--- src/verilog/csr_pkg.sv ---
package csr_pkg;

    localparam int CSR_NUM_W  = 14;
    localparam int CSR_DATA_W = 32;

    // csr numbers
    localparam logic [CSR_NUM_W-1:0] CSR_CRMD   = 14'h00;
    localparam logic [CSR_NUM_W-1:0] CSR_PRMD   = 14'h01;
    localparam logic [CSR_NUM_W-1:0] CSR_ECFG   = 14'h04;
    localparam logic [CSR_NUM_W-1:0] CSR_ESTAT  = 14'h05;
    localparam logic [CSR_NUM_W-1:0] CSR_ERA    = 14'h06;
    localparam logic [CSR_NUM_W-1:0] CSR_BADV   = 14'h07;
    localparam logic [CSR_NUM_W-1:0] CSR_EENTRY = 14'h0c;
    localparam logic [CSR_NUM_W-1:0] CSR_SAVE0  = 14'h30; // save1..3 follow
    localparam logic [CSR_NUM_W-1:0] CSR_TID    = 14'h40;
    localparam logic [CSR_NUM_W-1:0] CSR_TCFG   = 14'h41;
    localparam logic [CSR_NUM_W-1:0] CSR_TVAL   = 14'h42;
    localparam logic [CSR_NUM_W-1:0] CSR_TICLR  = 14'h44;

    localparam int ECODE_W    = 6;
    localparam int ESUBCODE_W = 9;
    localparam logic [ECODE_W-1:0]    ECODE_ADE     = 6'h08;
    localparam logic [ECODE_W-1:0]    ECODE_ALE     = 6'h09;
    localparam logic [ESUBCODE_W-1:0] ESUBCODE_ADEF = 9'h000; // fetch side of ADE

    localparam int PLV_W         = 2;
    localparam int INT_W         = 13;
    localparam int SW_INT_W      = 2;
    localparam int HW_INT_W      = 8;
    localparam logic [INT_W-1:0] LIE_MASK = 13'h1bff; // bit 10 reserved
    localparam int TIMER_INT_BIT = 11;
    localparam int IPI_INT_BIT   = 12;
    localparam logic [CSR_DATA_W-1:0] TIMER_IDLE = 32'hffff_ffff;

    // field positions
    localparam int CRMD_PLV_LO    = 0;
    localparam int CRMD_PLV_HI    = 1;
    localparam int CRMD_IE        = 2;
    localparam int CRMD_DA        = 3;
    localparam int PRMD_PPLV_LO   = 0;
    localparam int PRMD_PPLV_HI   = 1;
    localparam int PRMD_PIE       = 2;
    localparam int ESTAT_IS_LO    = 0;
    localparam int ESTAT_IS_HI    = 12;
    localparam int ESTAT_ECODE_LO = 16;
    localparam int ESTAT_ECODE_HI = 21;
    localparam int ESTAT_ESUB_LO  = 22;
    localparam int ESTAT_ESUB_HI  = 30;
    localparam int EENTRY_VA_LO   = 6;
    localparam int EENTRY_VA_HI   = 31;
    localparam int TCFG_EN        = 0;
    localparam int TCFG_PERIODIC  = 1;
    localparam int TCFG_INITV_LO  = 2;
    localparam int TCFG_INITV_HI  = 31;
    localparam int TICLR_CLR      = 0;

    // mask selects new bits, the rest keep their old value
    function automatic logic [CSR_DATA_W-1:0] masked_write(
        input logic [CSR_DATA_W-1:0] old_value,
        input logic [CSR_DATA_W-1:0] mask,
        input logic [CSR_DATA_W-1:0] value
    );
        return (mask & value) | (~mask & old_value);
    endfunction

endpackage

--- src/verilog/csr_exception_state.sv ---
`timescale 1ns/10ps

module csr_exception_state (
    input  logic                               clk,
    input  logic                               reset,
    input  logic                               csr_we,
    input  logic [csr_pkg::CSR_NUM_W-1:0]      csr_num,
    input  logic [csr_pkg::CSR_DATA_W-1:0]     csr_wmask,
    input  logic [csr_pkg::CSR_DATA_W-1:0]     csr_wvalue,
    input  logic                               wb_ex,
    input  logic                               ertn_flush,
    input  logic [csr_pkg::ECODE_W-1:0]        wb_ecode,
    input  logic [csr_pkg::ESUBCODE_W-1:0]     wb_esubcode,
    input  logic [csr_pkg::CSR_DATA_W-1:0]     wb_pc,
    input  logic [csr_pkg::CSR_DATA_W-1:0]     wb_vaddr,
    output logic                               crmd_ie,
    output logic [csr_pkg::CSR_DATA_W-1:0]     ex_entry,
    output logic [csr_pkg::CSR_DATA_W-1:0]     ertn_entry,
    output logic [csr_pkg::CSR_DATA_W-1:0]     rdata
);

    logic [csr_pkg::PLV_W-1:0]      crmd_plv;
    logic [csr_pkg::PLV_W-1:0]      prmd_pplv;
    logic                           prmd_pie;
    logic [csr_pkg::ECODE_W-1:0]    estat_ecode;
    logic [csr_pkg::ESUBCODE_W-1:0] estat_esubcode;
    logic [csr_pkg::CSR_DATA_W-1:0] era;
    logic [csr_pkg::CSR_DATA_W-1:0] badv;
    logic [csr_pkg::EENTRY_VA_HI-csr_pkg::EENTRY_VA_LO:0] eentry_va;

    logic [csr_pkg::CSR_DATA_W-1:0] crmd_word, prmd_word, estat_word, eentry_word;
    logic [csr_pkg::CSR_DATA_W-1:0] crmd_next, prmd_next, era_next, eentry_next;
    logic                           wr_ok;
    logic                           addr_err;

    // writeback events take priority over csr writes
    assign wr_ok = csr_we && !wb_ex && !ertn_flush;

    always_comb begin
        crmd_word = '0;
        crmd_word[csr_pkg::CRMD_PLV_HI:csr_pkg::CRMD_PLV_LO] = crmd_plv;
        crmd_word[csr_pkg::CRMD_IE] = crmd_ie;
        crmd_word[csr_pkg::CRMD_DA] = 1'b1; // direct address only

        prmd_word = '0;
        prmd_word[csr_pkg::PRMD_PPLV_HI:csr_pkg::PRMD_PPLV_LO] = prmd_pplv;
        prmd_word[csr_pkg::PRMD_PIE] = prmd_pie;

        // IS field comes from csr_interrupt
        estat_word = '0;
        estat_word[csr_pkg::ESTAT_ECODE_HI:csr_pkg::ESTAT_ECODE_LO] = estat_ecode;
        estat_word[csr_pkg::ESTAT_ESUB_HI:csr_pkg::ESTAT_ESUB_LO]   = estat_esubcode;

        eentry_word = '0;
        eentry_word[csr_pkg::EENTRY_VA_HI:csr_pkg::EENTRY_VA_LO] = eentry_va;
    end

    assign crmd_next   = csr_pkg::masked_write(crmd_word, csr_wmask, csr_wvalue);
    assign prmd_next   = csr_pkg::masked_write(prmd_word, csr_wmask, csr_wvalue);
    assign era_next    = csr_pkg::masked_write(era, csr_wmask, csr_wvalue);
    assign eentry_next = csr_pkg::masked_write(eentry_word, csr_wmask, csr_wvalue);

    assign addr_err = wb_ecode == csr_pkg::ECODE_ADE || wb_ecode == csr_pkg::ECODE_ALE;

    always_ff @(posedge clk) begin
        if (reset) begin
            crmd_plv       <= '0;
            crmd_ie        <= 1'b0;
            prmd_pplv      <= '0;
            prmd_pie       <= 1'b0;
            estat_ecode    <= '0;
            estat_esubcode <= '0;
        end else if (wb_ex) begin
            prmd_pplv      <= crmd_plv;    // save mode, drop to plv0 with ints off
            prmd_pie       <= crmd_ie;
            crmd_plv       <= '0;
            crmd_ie        <= 1'b0;
            estat_ecode    <= wb_ecode;
            estat_esubcode <= wb_esubcode;
        end else if (ertn_flush) begin
            crmd_plv <= prmd_pplv;
            crmd_ie  <= prmd_pie;
        end else if (wr_ok) begin
            if (csr_num == csr_pkg::CSR_CRMD) begin
                crmd_plv <= crmd_next[csr_pkg::CRMD_PLV_HI:csr_pkg::CRMD_PLV_LO];
                crmd_ie  <= crmd_next[csr_pkg::CRMD_IE];
            end
            if (csr_num == csr_pkg::CSR_PRMD) begin
                prmd_pplv <= prmd_next[csr_pkg::PRMD_PPLV_HI:csr_pkg::PRMD_PPLV_LO];
                prmd_pie  <= prmd_next[csr_pkg::PRMD_PIE];
            end
        end
    end

    always_ff @(posedge clk) begin
        if (wb_ex)
            era <= wb_pc;
        else if (wr_ok && csr_num == csr_pkg::CSR_ERA)
            era <= era_next;

        if (wb_ex && addr_err) begin
            // fetch errors report the pc itself
            if (wb_ecode == csr_pkg::ECODE_ADE && wb_esubcode == csr_pkg::ESUBCODE_ADEF)
                badv <= wb_pc;
            else
                badv <= wb_vaddr;
        end

        if (wr_ok && csr_num == csr_pkg::CSR_EENTRY)
            eentry_va <= eentry_next[csr_pkg::EENTRY_VA_HI:csr_pkg::EENTRY_VA_LO];
    end

    always_comb begin
        case (csr_num)
            csr_pkg::CSR_CRMD:   rdata = crmd_word;
            csr_pkg::CSR_PRMD:   rdata = prmd_word;
            csr_pkg::CSR_ESTAT:  rdata = estat_word;
            csr_pkg::CSR_ERA:    rdata = era;
            csr_pkg::CSR_BADV:   rdata = badv;
            csr_pkg::CSR_EENTRY: rdata = eentry_word;
            default:             rdata = '0;
        endcase
    end

    assign ex_entry   = eentry_word;
    assign ertn_entry = era;

    // writeback never raises an exception and a return together
    assert property (@(posedge clk) disable iff (reset) !(wb_ex && ertn_flush));

endmodule

--- src/verilog/csr_interrupt.sv ---
`timescale 1ns/10ps

module csr_interrupt (
    input  logic                             clk,
    input  logic                             reset,
    input  logic                             csr_we,
    input  logic [csr_pkg::CSR_NUM_W-1:0]    csr_num,
    input  logic [csr_pkg::CSR_DATA_W-1:0]   csr_wmask,
    input  logic [csr_pkg::CSR_DATA_W-1:0]   csr_wvalue,
    input  logic [csr_pkg::HW_INT_W-1:0]     hw_int,
    input  logic                             ipi_int,
    input  logic                             timer_int,
    input  logic                             crmd_ie,
    output logic                             has_int,
    output logic [csr_pkg::CSR_DATA_W-1:0]   rdata
);

    logic [csr_pkg::INT_W-1:0]      lie;
    logic [csr_pkg::SW_INT_W-1:0]   is_sw;
    logic [csr_pkg::HW_INT_W-1:0]   is_hw;
    logic                           is_ipi;
    logic [csr_pkg::INT_W-1:0]      is_vec;
    logic [csr_pkg::CSR_DATA_W-1:0] ecfg_word, estat_word, ecfg_next, estat_next;

    always_comb begin
        is_vec = '0;   // bit 10 unused
        is_vec[csr_pkg::SW_INT_W-1:0] = is_sw;
        is_vec[csr_pkg::SW_INT_W +: csr_pkg::HW_INT_W] = is_hw;
        is_vec[csr_pkg::TIMER_INT_BIT] = timer_int;
        is_vec[csr_pkg::IPI_INT_BIT]   = is_ipi;

        ecfg_word = '0;
        ecfg_word[csr_pkg::INT_W-1:0] = lie;
        estat_word = '0;
        estat_word[csr_pkg::ESTAT_IS_HI:csr_pkg::ESTAT_IS_LO] = is_vec;
    end

    assign ecfg_next  = csr_pkg::masked_write(ecfg_word, csr_wmask, csr_wvalue);
    assign estat_next = csr_pkg::masked_write(estat_word, csr_wmask, csr_wvalue);

    always_ff @(posedge clk) begin
        if (reset) begin
            lie    <= '0;
            is_sw  <= '0;
            is_hw  <= '0;
            is_ipi <= 1'b0;
        end else begin
            if (csr_we && csr_num == csr_pkg::CSR_ECFG)
                lie <= ecfg_next[csr_pkg::INT_W-1:0] & csr_pkg::LIE_MASK;
            if (csr_we && csr_num == csr_pkg::CSR_ESTAT)
                is_sw <= estat_next[csr_pkg::ESTAT_IS_LO +: csr_pkg::SW_INT_W]; // sw bits only
            is_hw  <= hw_int;
            is_ipi <= ipi_int;
        end
    end

    // ipi bit is not part of the request
    assign has_int = crmd_ie &
        (|(is_vec[csr_pkg::TIMER_INT_BIT:0] & lie[csr_pkg::TIMER_INT_BIT:0]));

    assign rdata = csr_num == csr_pkg::CSR_ECFG  ? ecfg_word  :
                   csr_num == csr_pkg::CSR_ESTAT ? estat_word : '0;

    assert property (@(posedge clk) disable iff (reset) (lie & ~csr_pkg::LIE_MASK) == '0);

endmodule

--- src/verilog/csr_timer.sv ---
`timescale 1ns/10ps

module csr_timer (
    input  logic                             clk,
    input  logic                             reset,
    input  logic                             csr_we,
    input  logic [csr_pkg::CSR_NUM_W-1:0]    csr_num,
    input  logic [csr_pkg::CSR_DATA_W-1:0]   csr_wmask,
    input  logic [csr_pkg::CSR_DATA_W-1:0]   csr_wvalue,
    output logic                             timer_int,
    output logic [csr_pkg::CSR_DATA_W-1:0]   rdata
);

    logic [csr_pkg::CSR_DATA_W-1:0] tid;
    logic                           tcfg_en;
    logic                           tcfg_periodic;
    logic [csr_pkg::TCFG_INITV_HI-csr_pkg::TCFG_INITV_LO:0] tcfg_initval;
    logic [csr_pkg::CSR_DATA_W-1:0] timer_cnt;

    logic [csr_pkg::CSR_DATA_W-1:0] tcfg_word, tcfg_next, tid_next;
    logic                           tcfg_wr;
    logic                           ticlr_hit;

    always_comb begin
        tcfg_word = '0;
        tcfg_word[csr_pkg::TCFG_EN]       = tcfg_en;
        tcfg_word[csr_pkg::TCFG_PERIODIC] = tcfg_periodic;
        tcfg_word[csr_pkg::TCFG_INITV_HI:csr_pkg::TCFG_INITV_LO] = tcfg_initval;
    end

    assign tcfg_wr   = csr_we && csr_num == csr_pkg::CSR_TCFG;
    assign tcfg_next = csr_pkg::masked_write(tcfg_word, csr_wmask, csr_wvalue);
    assign tid_next  = csr_pkg::masked_write(tid, csr_wmask, csr_wvalue);
    assign ticlr_hit = csr_we && csr_num == csr_pkg::CSR_TICLR &&
                       csr_wmask[csr_pkg::TICLR_CLR] && csr_wvalue[csr_pkg::TICLR_CLR];

    always_ff @(posedge clk) begin
        if (reset) begin
            tid           <= '0;
            tcfg_en       <= 1'b0;
            tcfg_periodic <= 1'b0;
            tcfg_initval  <= '0;
        end else begin
            if (csr_we && csr_num == csr_pkg::CSR_TID)
                tid <= tid_next;
            if (tcfg_wr) begin
                tcfg_en       <= tcfg_next[csr_pkg::TCFG_EN];
                tcfg_periodic <= tcfg_next[csr_pkg::TCFG_PERIODIC];
                tcfg_initval  <= tcfg_next[csr_pkg::TCFG_INITV_HI:csr_pkg::TCFG_INITV_LO];
            end
        end
    end

    // countdown, stops at idle unless periodic reloads at zero
    always_ff @(posedge clk) begin
        if (reset)
            timer_cnt <= csr_pkg::TIMER_IDLE;
        else if (tcfg_wr && tcfg_next[csr_pkg::TCFG_EN])
            timer_cnt <= {tcfg_next[csr_pkg::TCFG_INITV_HI:csr_pkg::TCFG_INITV_LO], 2'b00};
        else if (tcfg_en && timer_cnt != csr_pkg::TIMER_IDLE) begin
            if (timer_cnt == '0 && tcfg_periodic)
                timer_cnt <= {tcfg_initval, 2'b00};
            else
                timer_cnt <= timer_cnt - 1'b1;
        end
    end

    always_ff @(posedge clk) begin
        if (reset)
            timer_int <= 1'b0;
        else if (timer_cnt == '0)
            timer_int <= 1'b1;   // set beats clear
        else if (ticlr_hit)
            timer_int <= 1'b0;
    end

    always_comb begin
        case (csr_num)
            csr_pkg::CSR_TID:   rdata = tid;
            csr_pkg::CSR_TCFG:  rdata = tcfg_word;
            csr_pkg::CSR_TVAL:  rdata = timer_cnt;
            csr_pkg::CSR_TICLR: rdata = '0;      // write-only clear
            default:            rdata = '0;
        endcase
    end

    // a stopped timer only moves when TCFG is written
    assert property (@(posedge clk) disable iff (reset)
        (!tcfg_en && !tcfg_wr) |=> $stable(timer_cnt));

endmodule

--- src/verilog/csr_save_bank.sv ---
`timescale 1ns/10ps

module csr_save_bank (
    input  logic                             clk,
    input  logic                             csr_we,
    input  logic [csr_pkg::CSR_NUM_W-1:0]    csr_num,
    input  logic [csr_pkg::CSR_DATA_W-1:0]   csr_wmask,
    input  logic [csr_pkg::CSR_DATA_W-1:0]   csr_wvalue,
    output logic [csr_pkg::CSR_DATA_W-1:0]   rdata
);

    logic [csr_pkg::CSR_DATA_W-1:0] save_mem [4];
    logic [1:0]                     save_idx;
    logic                           save_hit;
    logic [csr_pkg::CSR_DATA_W-1:0] save_next;

    // SAVE0..3 share the upper number bits
    assign save_hit = (csr_num >> 2) == (csr_pkg::CSR_SAVE0 >> 2);
    assign save_idx = csr_num[1:0];

    assign save_next = csr_pkg::masked_write(save_mem[save_idx], csr_wmask, csr_wvalue);

    always_ff @(posedge clk) begin
        if (csr_we && save_hit)
            save_mem[save_idx] <= save_next;
    end

    assign rdata = save_hit ? save_mem[save_idx] : '0;

endmodule

--- src/verilog/csr_file.sv ---
`timescale 1ns/10ps

module csr_file (
    input  logic                             clk,
    input  logic                             reset,
    input  logic [csr_pkg::CSR_NUM_W-1:0]    csr_num,
    input  logic                             csr_we,
    input  logic [csr_pkg::CSR_DATA_W-1:0]   csr_wmask,
    input  logic [csr_pkg::CSR_DATA_W-1:0]   csr_wvalue,
    input  logic                             wb_ex,
    input  logic                             ertn_flush,
    input  logic [csr_pkg::ECODE_W-1:0]      wb_ecode,
    input  logic [csr_pkg::ESUBCODE_W-1:0]   wb_esubcode,
    input  logic [csr_pkg::CSR_DATA_W-1:0]   wb_pc,
    input  logic [csr_pkg::CSR_DATA_W-1:0]   wb_vaddr,
    input  logic [csr_pkg::HW_INT_W-1:0]     hw_int,
    input  logic                             ipi_int,
    output logic [csr_pkg::CSR_DATA_W-1:0]   csr_rvalue,
    output logic                             has_int,
    output logic [csr_pkg::CSR_DATA_W-1:0]   ex_entry,
    output logic [csr_pkg::CSR_DATA_W-1:0]   ertn_entry
);

    logic                           crmd_ie;
    logic                           timer_int;
    logic [csr_pkg::CSR_DATA_W-1:0] exc_rdata;
    logic [csr_pkg::CSR_DATA_W-1:0] int_rdata;
    logic [csr_pkg::CSR_DATA_W-1:0] tmr_rdata;
    logic [csr_pkg::CSR_DATA_W-1:0] save_rdata;

    csr_exception_state u_exception_state (
        .clk         (clk),
        .reset       (reset),
        .csr_we      (csr_we),
        .csr_num     (csr_num),
        .csr_wmask   (csr_wmask),
        .csr_wvalue  (csr_wvalue),
        .wb_ex       (wb_ex),
        .ertn_flush  (ertn_flush),
        .wb_ecode    (wb_ecode),
        .wb_esubcode (wb_esubcode),
        .wb_pc       (wb_pc),
        .wb_vaddr    (wb_vaddr),
        .crmd_ie     (crmd_ie),
        .ex_entry    (ex_entry),
        .ertn_entry  (ertn_entry),
        .rdata       (exc_rdata)
    );

    csr_interrupt u_interrupt (
        .clk        (clk),
        .reset      (reset),
        .csr_we     (csr_we),
        .csr_num    (csr_num),
        .csr_wmask  (csr_wmask),
        .csr_wvalue (csr_wvalue),
        .hw_int     (hw_int),
        .ipi_int    (ipi_int),
        .timer_int  (timer_int),
        .crmd_ie    (crmd_ie),
        .has_int    (has_int),
        .rdata      (int_rdata)
    );

    csr_timer u_timer (
        .clk        (clk),
        .reset      (reset),
        .csr_we     (csr_we),
        .csr_num    (csr_num),
        .csr_wmask  (csr_wmask),
        .csr_wvalue (csr_wvalue),
        .timer_int  (timer_int),
        .rdata      (tmr_rdata)
    );

    csr_save_bank u_save_bank (
        .clk        (clk),
        .csr_we     (csr_we),
        .csr_num    (csr_num),
        .csr_wmask  (csr_wmask),
        .csr_wvalue (csr_wvalue),
        .rdata      (save_rdata)
    );

    // blocks return zero for numbers they do not own, ESTAT is split
    assign csr_rvalue = exc_rdata | int_rdata | tmr_rdata | save_rdata;

endmodule

--- config.mk ---
export PLATFORM = sky130hd
export DESIGN_NAME = csr_file
export DESIGN_NICKNAME = d
export VERILOG_FILES = /design/src/verilog/csr_pkg.sv /design/src/verilog/csr_exception_state.sv /design/src/verilog/csr_interrupt.sv /design/src/verilog/csr_timer.sv /design/src/verilog/csr_save_bank.sv /design/src/verilog/csr_file.sv
export SDC_FILE = /design/constraint.sdc
export NUM_CORES = 1
export LEC_CHECK = 0
export BUFFER_PORTS_ARGS = -buffer_cell sky130_fd_sc_hd__buf_2
export CORE_MARGIN = 2
export CORE_UTILIZATION = 35
export DETAILED_ROUTE_END_ITERATION = 10
export MAX_ROUTING_LAYER = met4
export PLACE_DENSITY = 0.49
export SETUP_SLACK_MARGIN = 0.4
export SLEW_MARGIN = 20
export SYNTH_ARGS = -nofsm -noshare
export SYNTH_HDL_FRONTEND = slang
export SYNTH_HIERARCHICAL = 1
export SYNTH_SLANG_ARGS = --single-unit
export TNS_END_PERCENT = 20
--- constraint.sdc ---
create_clock -name clk -period 5.09 [get_ports clk]
set_input_delay 0.2545 -clock clk [delete_from_list [all_inputs] [get_ports clk]]
set_output_delay 0.2545 -clock clk [all_outputs]
set_load 0.05 [all_outputs]
* Word level (Yosys, flattened, before mapping)
Memory sizes are Yosys's and may differ from the RTL's.
Cells that the tools add are included.
** Cells by class
- Add/sub/neg operators :: 1
- Equality and inequality tests :: 15
- Multiplexer cells :: 29
- Bitwise operators :: 25
- Reductions and logical operators :: 34
** Operators with widths (count)
- $mux 32 :: 8
- $or 32x32->32 :: 8
- $and 32x32->32 :: 6
- $pmux 32 s6 :: 1
- $pmux 32 s3 :: 1
- $eq 14x3->1 const B :: 4
- $eq 14x7->1 const B :: 4
- $logic_not 32->1 :: 1
- $ne 32x32->1 const B :: 1
- $not 32->32 :: 1
- $sub 32x1->32 const B :: 1
- $logic_and 1x1->1 :: 17
- $eq 14x1->1 const B :: 1
- $eq 14x4->1 const B :: 1
- $logic_not 14->1 :: 1
- $mux 2 :: 7
- $reduce_bool 2->1 :: 7
- $and 13x13->13 :: 1
- $mux 13 :: 1
- $or 13x13->13 :: 1
- $and 12x12->12 :: 1
- $eq 12x4->1 const B :: 1
- $eq 6x4->1 const B :: 2
- $reduce_or 12->1 :: 1
- other kinds (13) :: 26
** Word-level totals
- Register bits after elaboration :: 231
- RAM bits :: 128
- Input port bits :: 171
- Logic and storage cells :: 124
- Memories kept :: 1
** Memory list
- u_save_bank.save_mem :: depth 4, bits a word 32, rd ports 1, clocked after Yosys merged registers in 0, wr ports 1, RTL line csr_save_bank.sv:12 : logic [csr_pkg::CSR_DATA_W-1:0] save_mem [4];

* Depth between registers and ports, before layout
Gate-level depths: netlist of run 1.
- Depth after elaboration :: 7
- Mapped depth :: 10

* By module
The synthesis of run 1 kept the hierarchy.
** By module, submodules not included
- csr_timer :: instances 1, cells an instance 809, area each 6124.6 sq um, seq. area each 1941.9 sq um
- csr_save_bank :: instances 1, cells an instance 423, area each 6054.6 sq um, seq. area each 3843.7 sq um
- csr_exception_state :: instances 1, cells an instance 527, area each 5829.3 sq um, seq. area each 3123.0 sq um
- csr_interrupt :: instances 1, cells an instance 145, area each 1271.2 sq um, seq. area each 460.4 sq um
- csr_file :: instances 1, cells an instance 32, area each 240.2 sq um, seq. area each 0.0 sq um

* Least setup slack after synthesis of run 1
No wires, ideal clock.
- Kind :: input port to flip-flop
- Start :: in csr_num[8] in the netlist's numbering
- End :: mem u_save_bank/save_mem[3][0] in the netlist's numbering, enable pin
- Setup time :: 0.501 ns
- Data arrival time :: 4.219 ns
- Required time :: 4.589 ns
- Setup slack :: 0.369 ns
- Stages :: 4
- Path buffers :: 2
- Cells stage by stage :: or4_4 -> buf_6 -> buf_6 -> nor4_1
** Between the ends
- Word-level cells in the longest chain between the ends :: 4
** RTL lines
- start, declared :: RTL line csr_file.sv:6 : input logic [csr_pkg::CSR_NUM_W-1:0] csr_num,
- $eq 12x4->1 :: RTL line csr_save_bank.sv:18 : assign save_hit = (csr_num >> 2) == (csr_pkg::CSR_SAVE0 >> 2);
- $logic_and 1x1->1 :: RTL line csr_save_bank.sv:24 : if (csr_we && save_hit)
- $mux 1 :: RTL line csr_save_bank.sv:24
- $mux 1 (implied by the code) :: RTL line csr_save_bank.sv:25 : save_mem[save_idx] <= save_next;
- end, declared :: RTL line csr_save_bank.sv:12
Every way passes these cells.

* Worst setup path after layout of run 1
- Start :: in csr_num[3] in the netlist's numbering
- End :: out csr_rvalue[9] in the netlist's numbering
** RTL lines
- $eq 14x7->1 :: RTL line csr_timer.sv:78 : case (csr_num)
- $pmux 32 s3 * :: RTL line csr_timer.sv:78
- via tmr_rdata (one bit) :: RTL line csr_file.sv:28 : logic [csr_pkg::CSR_DATA_W-1:0] tmr_rdata;
- $or 32x32->32 * (2 in series) :: RTL line csr_file.sv:86 : assign csr_rvalue = exc_rdata | int_rdata | tmr_rdata | save_rdata;
- end, declared :: RTL line csr_file.sv:18 : output logic [csr_pkg::CSR_DATA_W-1:0] csr_rvalue,
Mark *: on every way through the listed nets, which the timed path passes. The rest lies on a longest branch.

==> results of run 1 <==
final cells by class:
class,instances,area (sq um),share of cell area [%]
Sequential cell,359,9370,39.6
Inverter,101,379,1.60
Clock buffer,72,1280,5.40
Multi-Input combinational cell,1347,9060,38.3
Timing Repair Buffer,391,2550,10.8
Clock inverter,7,82.6,0.349
Tap cell,748,936,3.95
Antenna cell,5,12.5,0.0529
cells by family (layout without fill, tap and decap cells):
kind of cell	count (synthesis)	count (layout)	share of synthesized area [%]
flops	359	359	48.0
simple gates	636	636	17.1
mux	208	208	11.1
compound gates	474	474	17.3
other cells	2	31	0.0385
fa+ha+maj	3	3	0.192
buf+inv	254	571	6.33
path summary, 6_finish.rpt:
check / from / end / slack, ns
worst max-delay path: csr_num[3] / csr_rvalue[9] / 1.74
worst max register to register: u_timer/timer_cnt[9] / u_timer/timer_cnt[4] / 2.04
worst min register to register: flop / flop / 0.46
worst min-delay path: csr_wvalue[27] / flop / 0.01
metal layers:
layer  GRT usage, %  routed length, um
met3           4.04               5040
met4           7.75               1930
met5              -                  0
met2           42.5              34800
met1           33.0              32500
stage by stage:
| step | hold WS, ns | setup WS [ns] | area (sq um) | cells |
|---|---|---|---|---|
| final | 0.0148 | 1.74 | 23700 | 3030 |
| after global routing | 0.0142 | 1.70 | 23700 | 3029 |
| after CTS | 0.000160 | 1.85 | 23700 | 3025 |
| after detailed placement | 0.449 | 1.85 | 21300 | 2850 |
| after global placement | 0.443 | 1.90 | 21300 | 2850 |
| after floorplan | 0.326 | 0.369 | 19600 | 1960 |
power by group through the flow:
stage	clock (mW)	sequential (mW)	combinational, mW
after floorplan	0	3.30	0.310
after global placement	0	3.23	0.634
after detailed placement	0	3.23	0.642
after CTS	3.11	3.17	0.704
after global routing	3.23	3.17	0.755
final	3.05	3.17	0.709
cells in the final DEF, fill, tap and decap left out, types with 7 or more instances in the layout:
cell and count:
a21o_1 36, nor2b_1 15, buf_2 257, nor3_1 60
a22o_1 19, nor4_1 14, mux2i_1 138, o21ai_0 142
a311oi_1 35, nand2b_1 7, clkbuf_16 45, edfxtp_1 218
or4_1 38, nand3_1 71, nand4_1 16, clkbuf_1 22
nand2_1 144, inv_1 101, dfxtp_1 141, buf_4 36
mux2_2 64, a21oi_1 98, and3_1 7, nor2_1 175
a221o_1 30, a2111oi_2 28, o31ai_1 13, nor4_4 8
conb_1 26, dlygate4sd3_1 96, and2_1 30, a211oi_1 9
worst reg2reg max path, delay by kind of cell (launching register included):
kind	cells	cell delay [ns]
buffers and inverters	1	0.34
AND/OR/NAND/NOR	3	1.55
flip-flops	1	0.45
AO/OA/AOI/OAI	2	0.28
multiplexers	1	0.33
timing repair:
action / CTS / global route
hold buffers: 96 / 0
endpoints found under the hold margin: 104 / 0
endpoints found under the setup margin: 0 / 0
buffers inserted: 0 / 0
==> results.ini, run 1 <==
[timing]
fin_skew_ns = 0.0148
rsz0062_at_grt = no
timing.setup.tns_ns = 0
period_needed_ns = 3.35
worst_slew_margin_rel_pct = 30.3
slew_violations = 0
setup_viol = 0
report.final.hold_viol_count = 0
min_period_over_period_pct = 65.8
clock.fmax_ghz = 0.298
tightestPinTransition_ns = 1.05

[placed_design]
port_buffers = 261
gp_congestion = 0.962
post-dp-hpwl_um = 51500

[synth]
ys_types = 84
ys.flop_type = edfxtp_1
synth_commonest_cells = edfxtp_1, nor2_1, nand2_1
synth_top_area_share_pct = 33.5
synthCells = 1936
synth_area_leaders = edfxtp_1, dfxtp_1, mux2i_1
synth_edf_count = 218
synth_area_sq_mm = 0.0195
synth_seq_cells = 359
yosysMostFrequentCell = edfxtp_1
synth_area_leader_cell = edfxtp_1
yosys_warnings = 6
synthArstFlopShare_pct = 0
yosysSeqAreaShare_pct = 48.0
syn_area_per_cell_sq_um = 10.1

[clocking]
numCtsBuffers = 43
ctsRootBufferMaster = clkbuf_16
cts_max_level = 2
clockBufferDepth = 3
clkTransAtPathRegs_ns = 0.05
clock-sinks = 359
cts_resized = 0
clock_latency_ns = 0.57
cts_tree = done

[critical_path]
arrival_ns = 3.10
path_delay_family = simple AND/OR/NAND/NOR gates
cp.depth = 7
slowest_delay_ns = 0.76
cp_common_cell = buf_2
path_class = in2out
crit_path_start_kind = primary input
cp.required_ns = 4.84
crit_fanout = 33
path_buf_inv = 2
cpMaxStageDelayCell = nor4b_1
path_cells = buf_2 > nor4b_1 > nand4b_1 > or2_2 > o21ai_0 > or4_1 > buf_2
endpoint_kind = primary output
rr_worst_depth = 7

[floorplan]
core_area_sq_mm = 0.0551
die_width_um = 240
pin_count = 268
die_y_um = 240
die-area_sq_mm = 0.0577
initial_core_util_pct = 35.4
rows = 86

[job]
cap_violations = 0

[finish]
fillers = 5333
area_delta_synth_final_pct = 21.2
fin_nets = 2417
post_route_cells_drive_above_1_share_pct = 21.3
finish.utilization_pct = 43.0

[routing]
avgViaCountPerCell = 5.62
drtIter0Drc = 1378
drt-total-wl_um = 74300
vias = 17000
drtPass1Iterations = 6
drc = 0
wl_per_cell_um = 24.5
drt.antenna.violating_nets = 0

[global_routing]
overflow = 0
antenna_found_initial = 8
grt_pass1_wl_um = 108000
grt_usage_pct = 25.9
grt_pass1_vias = 16600
grt_start_max_net_pins = 94

[pwr]
sw_frac_of_total_pct = 25.3
internal_power_mw = 5.17
power.density_mw_per_mm2 = 292
combPwrFrac_pct = 10.2
p_leak_nw = 9.10
vdd_drop_max_v = 0.000225
seq_power_share_pct = 45.8
power_mw = 6.92
p_clk_share_pct = 44.0
power.switching_mw = 1.75

[status]
status = finished, final reports clean

[min_path]
hold_path_class = in2reg
holdPathStages = 1

Power figures use the tool's default switching activity.
==> inputs of run 2 (changes only) <==
- clock period: 5.09 -> 3.47 ns (I/O delays scaled with it)
==> results.ini, run 2 (synthesis gave the netlist of run 1 again) <==
[timing]
fin_skew_ns = 0.0236
worst_slew_margin_rel_pct = 36.5
min_period_over_period_pct = 86.9
setup_viol = 0
clock.fmax_ghz = 0.332
period_needed_ns = 3.01
timing.setup.tns_ns = 0
rsz0062_at_grt = yes
setup_ws_ns = 0.455
slew_violations = 0
hold_slack_ns = 0.0370
report.final.hold_viol_count = 0
tightestPinTransition_ns = 0.953

[floorplan]
die_width_um = 240
die_y_um = 240
die-area_sq_mm = 0.0577
core_area_sq_mm = 0.0551
rows = 86
initial_core_util_pct = 35.4
pin_count = 268

[critical_path]
crit_path_start_kind = primary input
path_class = in2out
crit_fanout = 33
path_buf_inv = 2
endpoint_kind = primary output
cpMaxStageDelayCell = or2_2
slowest_delay_ns = 0.62
arrival_ns = 2.84
cp.required_ns = 3.30
cp_common_cell = buf_2
path_delay_family = simple AND/OR/NAND/NOR gates
path_cells = buf_2 > nor4b_2 > nand4b_1 > or2_2 > o21ai_0 > or4_1 > buf_2

[status]
status = finished, final reports clean

[finish]
fillers = 5282
layout.cells.most_common_list = buf_2, edfxtp_1, nor2_1
final_common_cell = buf_2
post_route_cells_drive_above_1_share_pct = 21.8
area_delta_synth_final_pct = 26.6
multi_input_area_sq_mm = 0.00911
fin_nets = 2503
stdcell_count = 3116
seq_area_sq_mm = 0.00937

[placed_design]
post-dp-hpwl_um = 50700
dp_cells = 2866
port_buffers = 261
gp_congestion = 0.930
post-place-ws_ns = 0.171

[global_routing]
grt_pass1_vias = 17100
grt_start_max_net_pins = 91
grt_usage_pct = 26.0
antenna_found_initial = 7
grt_pass1_wl_um = 108000
overflow = 0

[routing]
avgViaCountPerCell = 5.61
drtIter0Drc = 1509
drtPass1Iterations = 7
vias = 17500
wl_per_cell_um = 23.8
drc = 0
drt-total-wl_um = 74300
drt.antenna.violating_nets = 0

[job]
cap_violations = 0

[min_path]
hold_path_class = in2reg

[pwr]
power.density_mw_per_mm2 = 423
vdd_drop_max_v = 0.000317
p_leak_nw = 9.56

[clocking]
ctsRootBufferMaster = clkbuf_16
cts_max_level = 2
clock-sinks = 359
clockBufferDepth = 3
clock_latency_ns = 0.58
clkTransAtPathRegs_ns = 0.06
cts_tree = done
numCtsBuffers = 45

[run 2: changes by cell type in the layout (fill, tap and decap cells not counted), sizes merged]
| cell | previous run | this run |
|---|---|---|
| dlygate4sd3 | 96 | 164 |
| buf | 295 | 311 |
| clkinv | 5 | 19 |
| clkbuf | 72 | 59 |
| diode | 5 | 2 |
| inv | 101 | 103 |
| bufinv | 2 | 3 |
| clkinvlp | 0 | 1 |
[run 2: path summary, 6_finish.rpt]
kind | from | to | slack [ns] | cells after the start
worst max-delay path | csr_num[3] | csr_rvalue[2] | 0.46 | 7
worst min register to register | flop | flop | 0.46 | 2
worst max register to register | u_timer/timer_cnt[0] | u_timer/timer_cnt[21] | 0.72 | 8
worst min-delay path | csr_wmask[23] | u_timer/tcfg_initval[21] | 0.04 | 3
[run 2: worst register-to-register path: stages, from the launching register on]
cell,delay (ns)
dfxtp_1,0.38
inv_1,0.11
ha_1,0.15
nor4b_1,0.32
nand4_1,0.35
or3_1,0.56
o31ai_1,0.34
o21ai_0,0.13
a211o_1,0.30
[run 2: what timing repair did]
| item | CTS | global route |
|---|---|---|
| setup buffers | 0 | 0 |
| hold endpoints to repair | 187 | 0 |
| resized for setup | 3 | 1 |
| setup endpoints to repair | 11 | 2 |
| hold buffers | 164 | 0 |
| pin swaps | 0 | 0 |
[run 2: area by class of cell]
type | instances | share of cell area [%]
timing repair buffer | 475 | 13.9
clock inverter | 25 | 0.836
tap | 748 | 3.79
clock buffer | 59 | 5.11
inverter | 101 | 1.53
sequential | 359 | 37.9
antenna | 2 | 0.0203
multi-input combinational | 1347 | 36.9
[run 2: per-stage QoR]
| stage | util (%) | power [mW] | area, sq um |
|---|---|---|---|
| 6_report | 44.8 | 10.5 | 24700 |
| 3_3_place_gp | 39.2 | 5.68 | 21600 |
| 4_1_cts | 44.8 | 10.5 | 24700 |
| 5_1_grt | 44.8 | 10.8 | 24700 |
| 3_5_place_dp | 39.2 | 5.69 | 21600 |
| 2_1_floorplan | - | 5.29 | 19600 |
[run 2: power breakdown]
group	internal [mW]	total, mW	switching (mW)
Combinational	0.396	1.11	0.714
Sequential	4.60	4.65	0.0491
Clock	2.78	4.69	1.91
[run 2: per-layer routing]
| layer | track usage (%) | wire length (um) | up-vias |
|---|---|---|---|
| li1 | - | - | 7995 |
| met1 | 32.9 | 32200 | 8662 |
| met2 | 42.6 | 35000 | 698 |
| met3 | 4.20 | 5020 | 125 |
| met4 | 8.24 | 2100 | 0 |
| met5 | - | 0 | - |
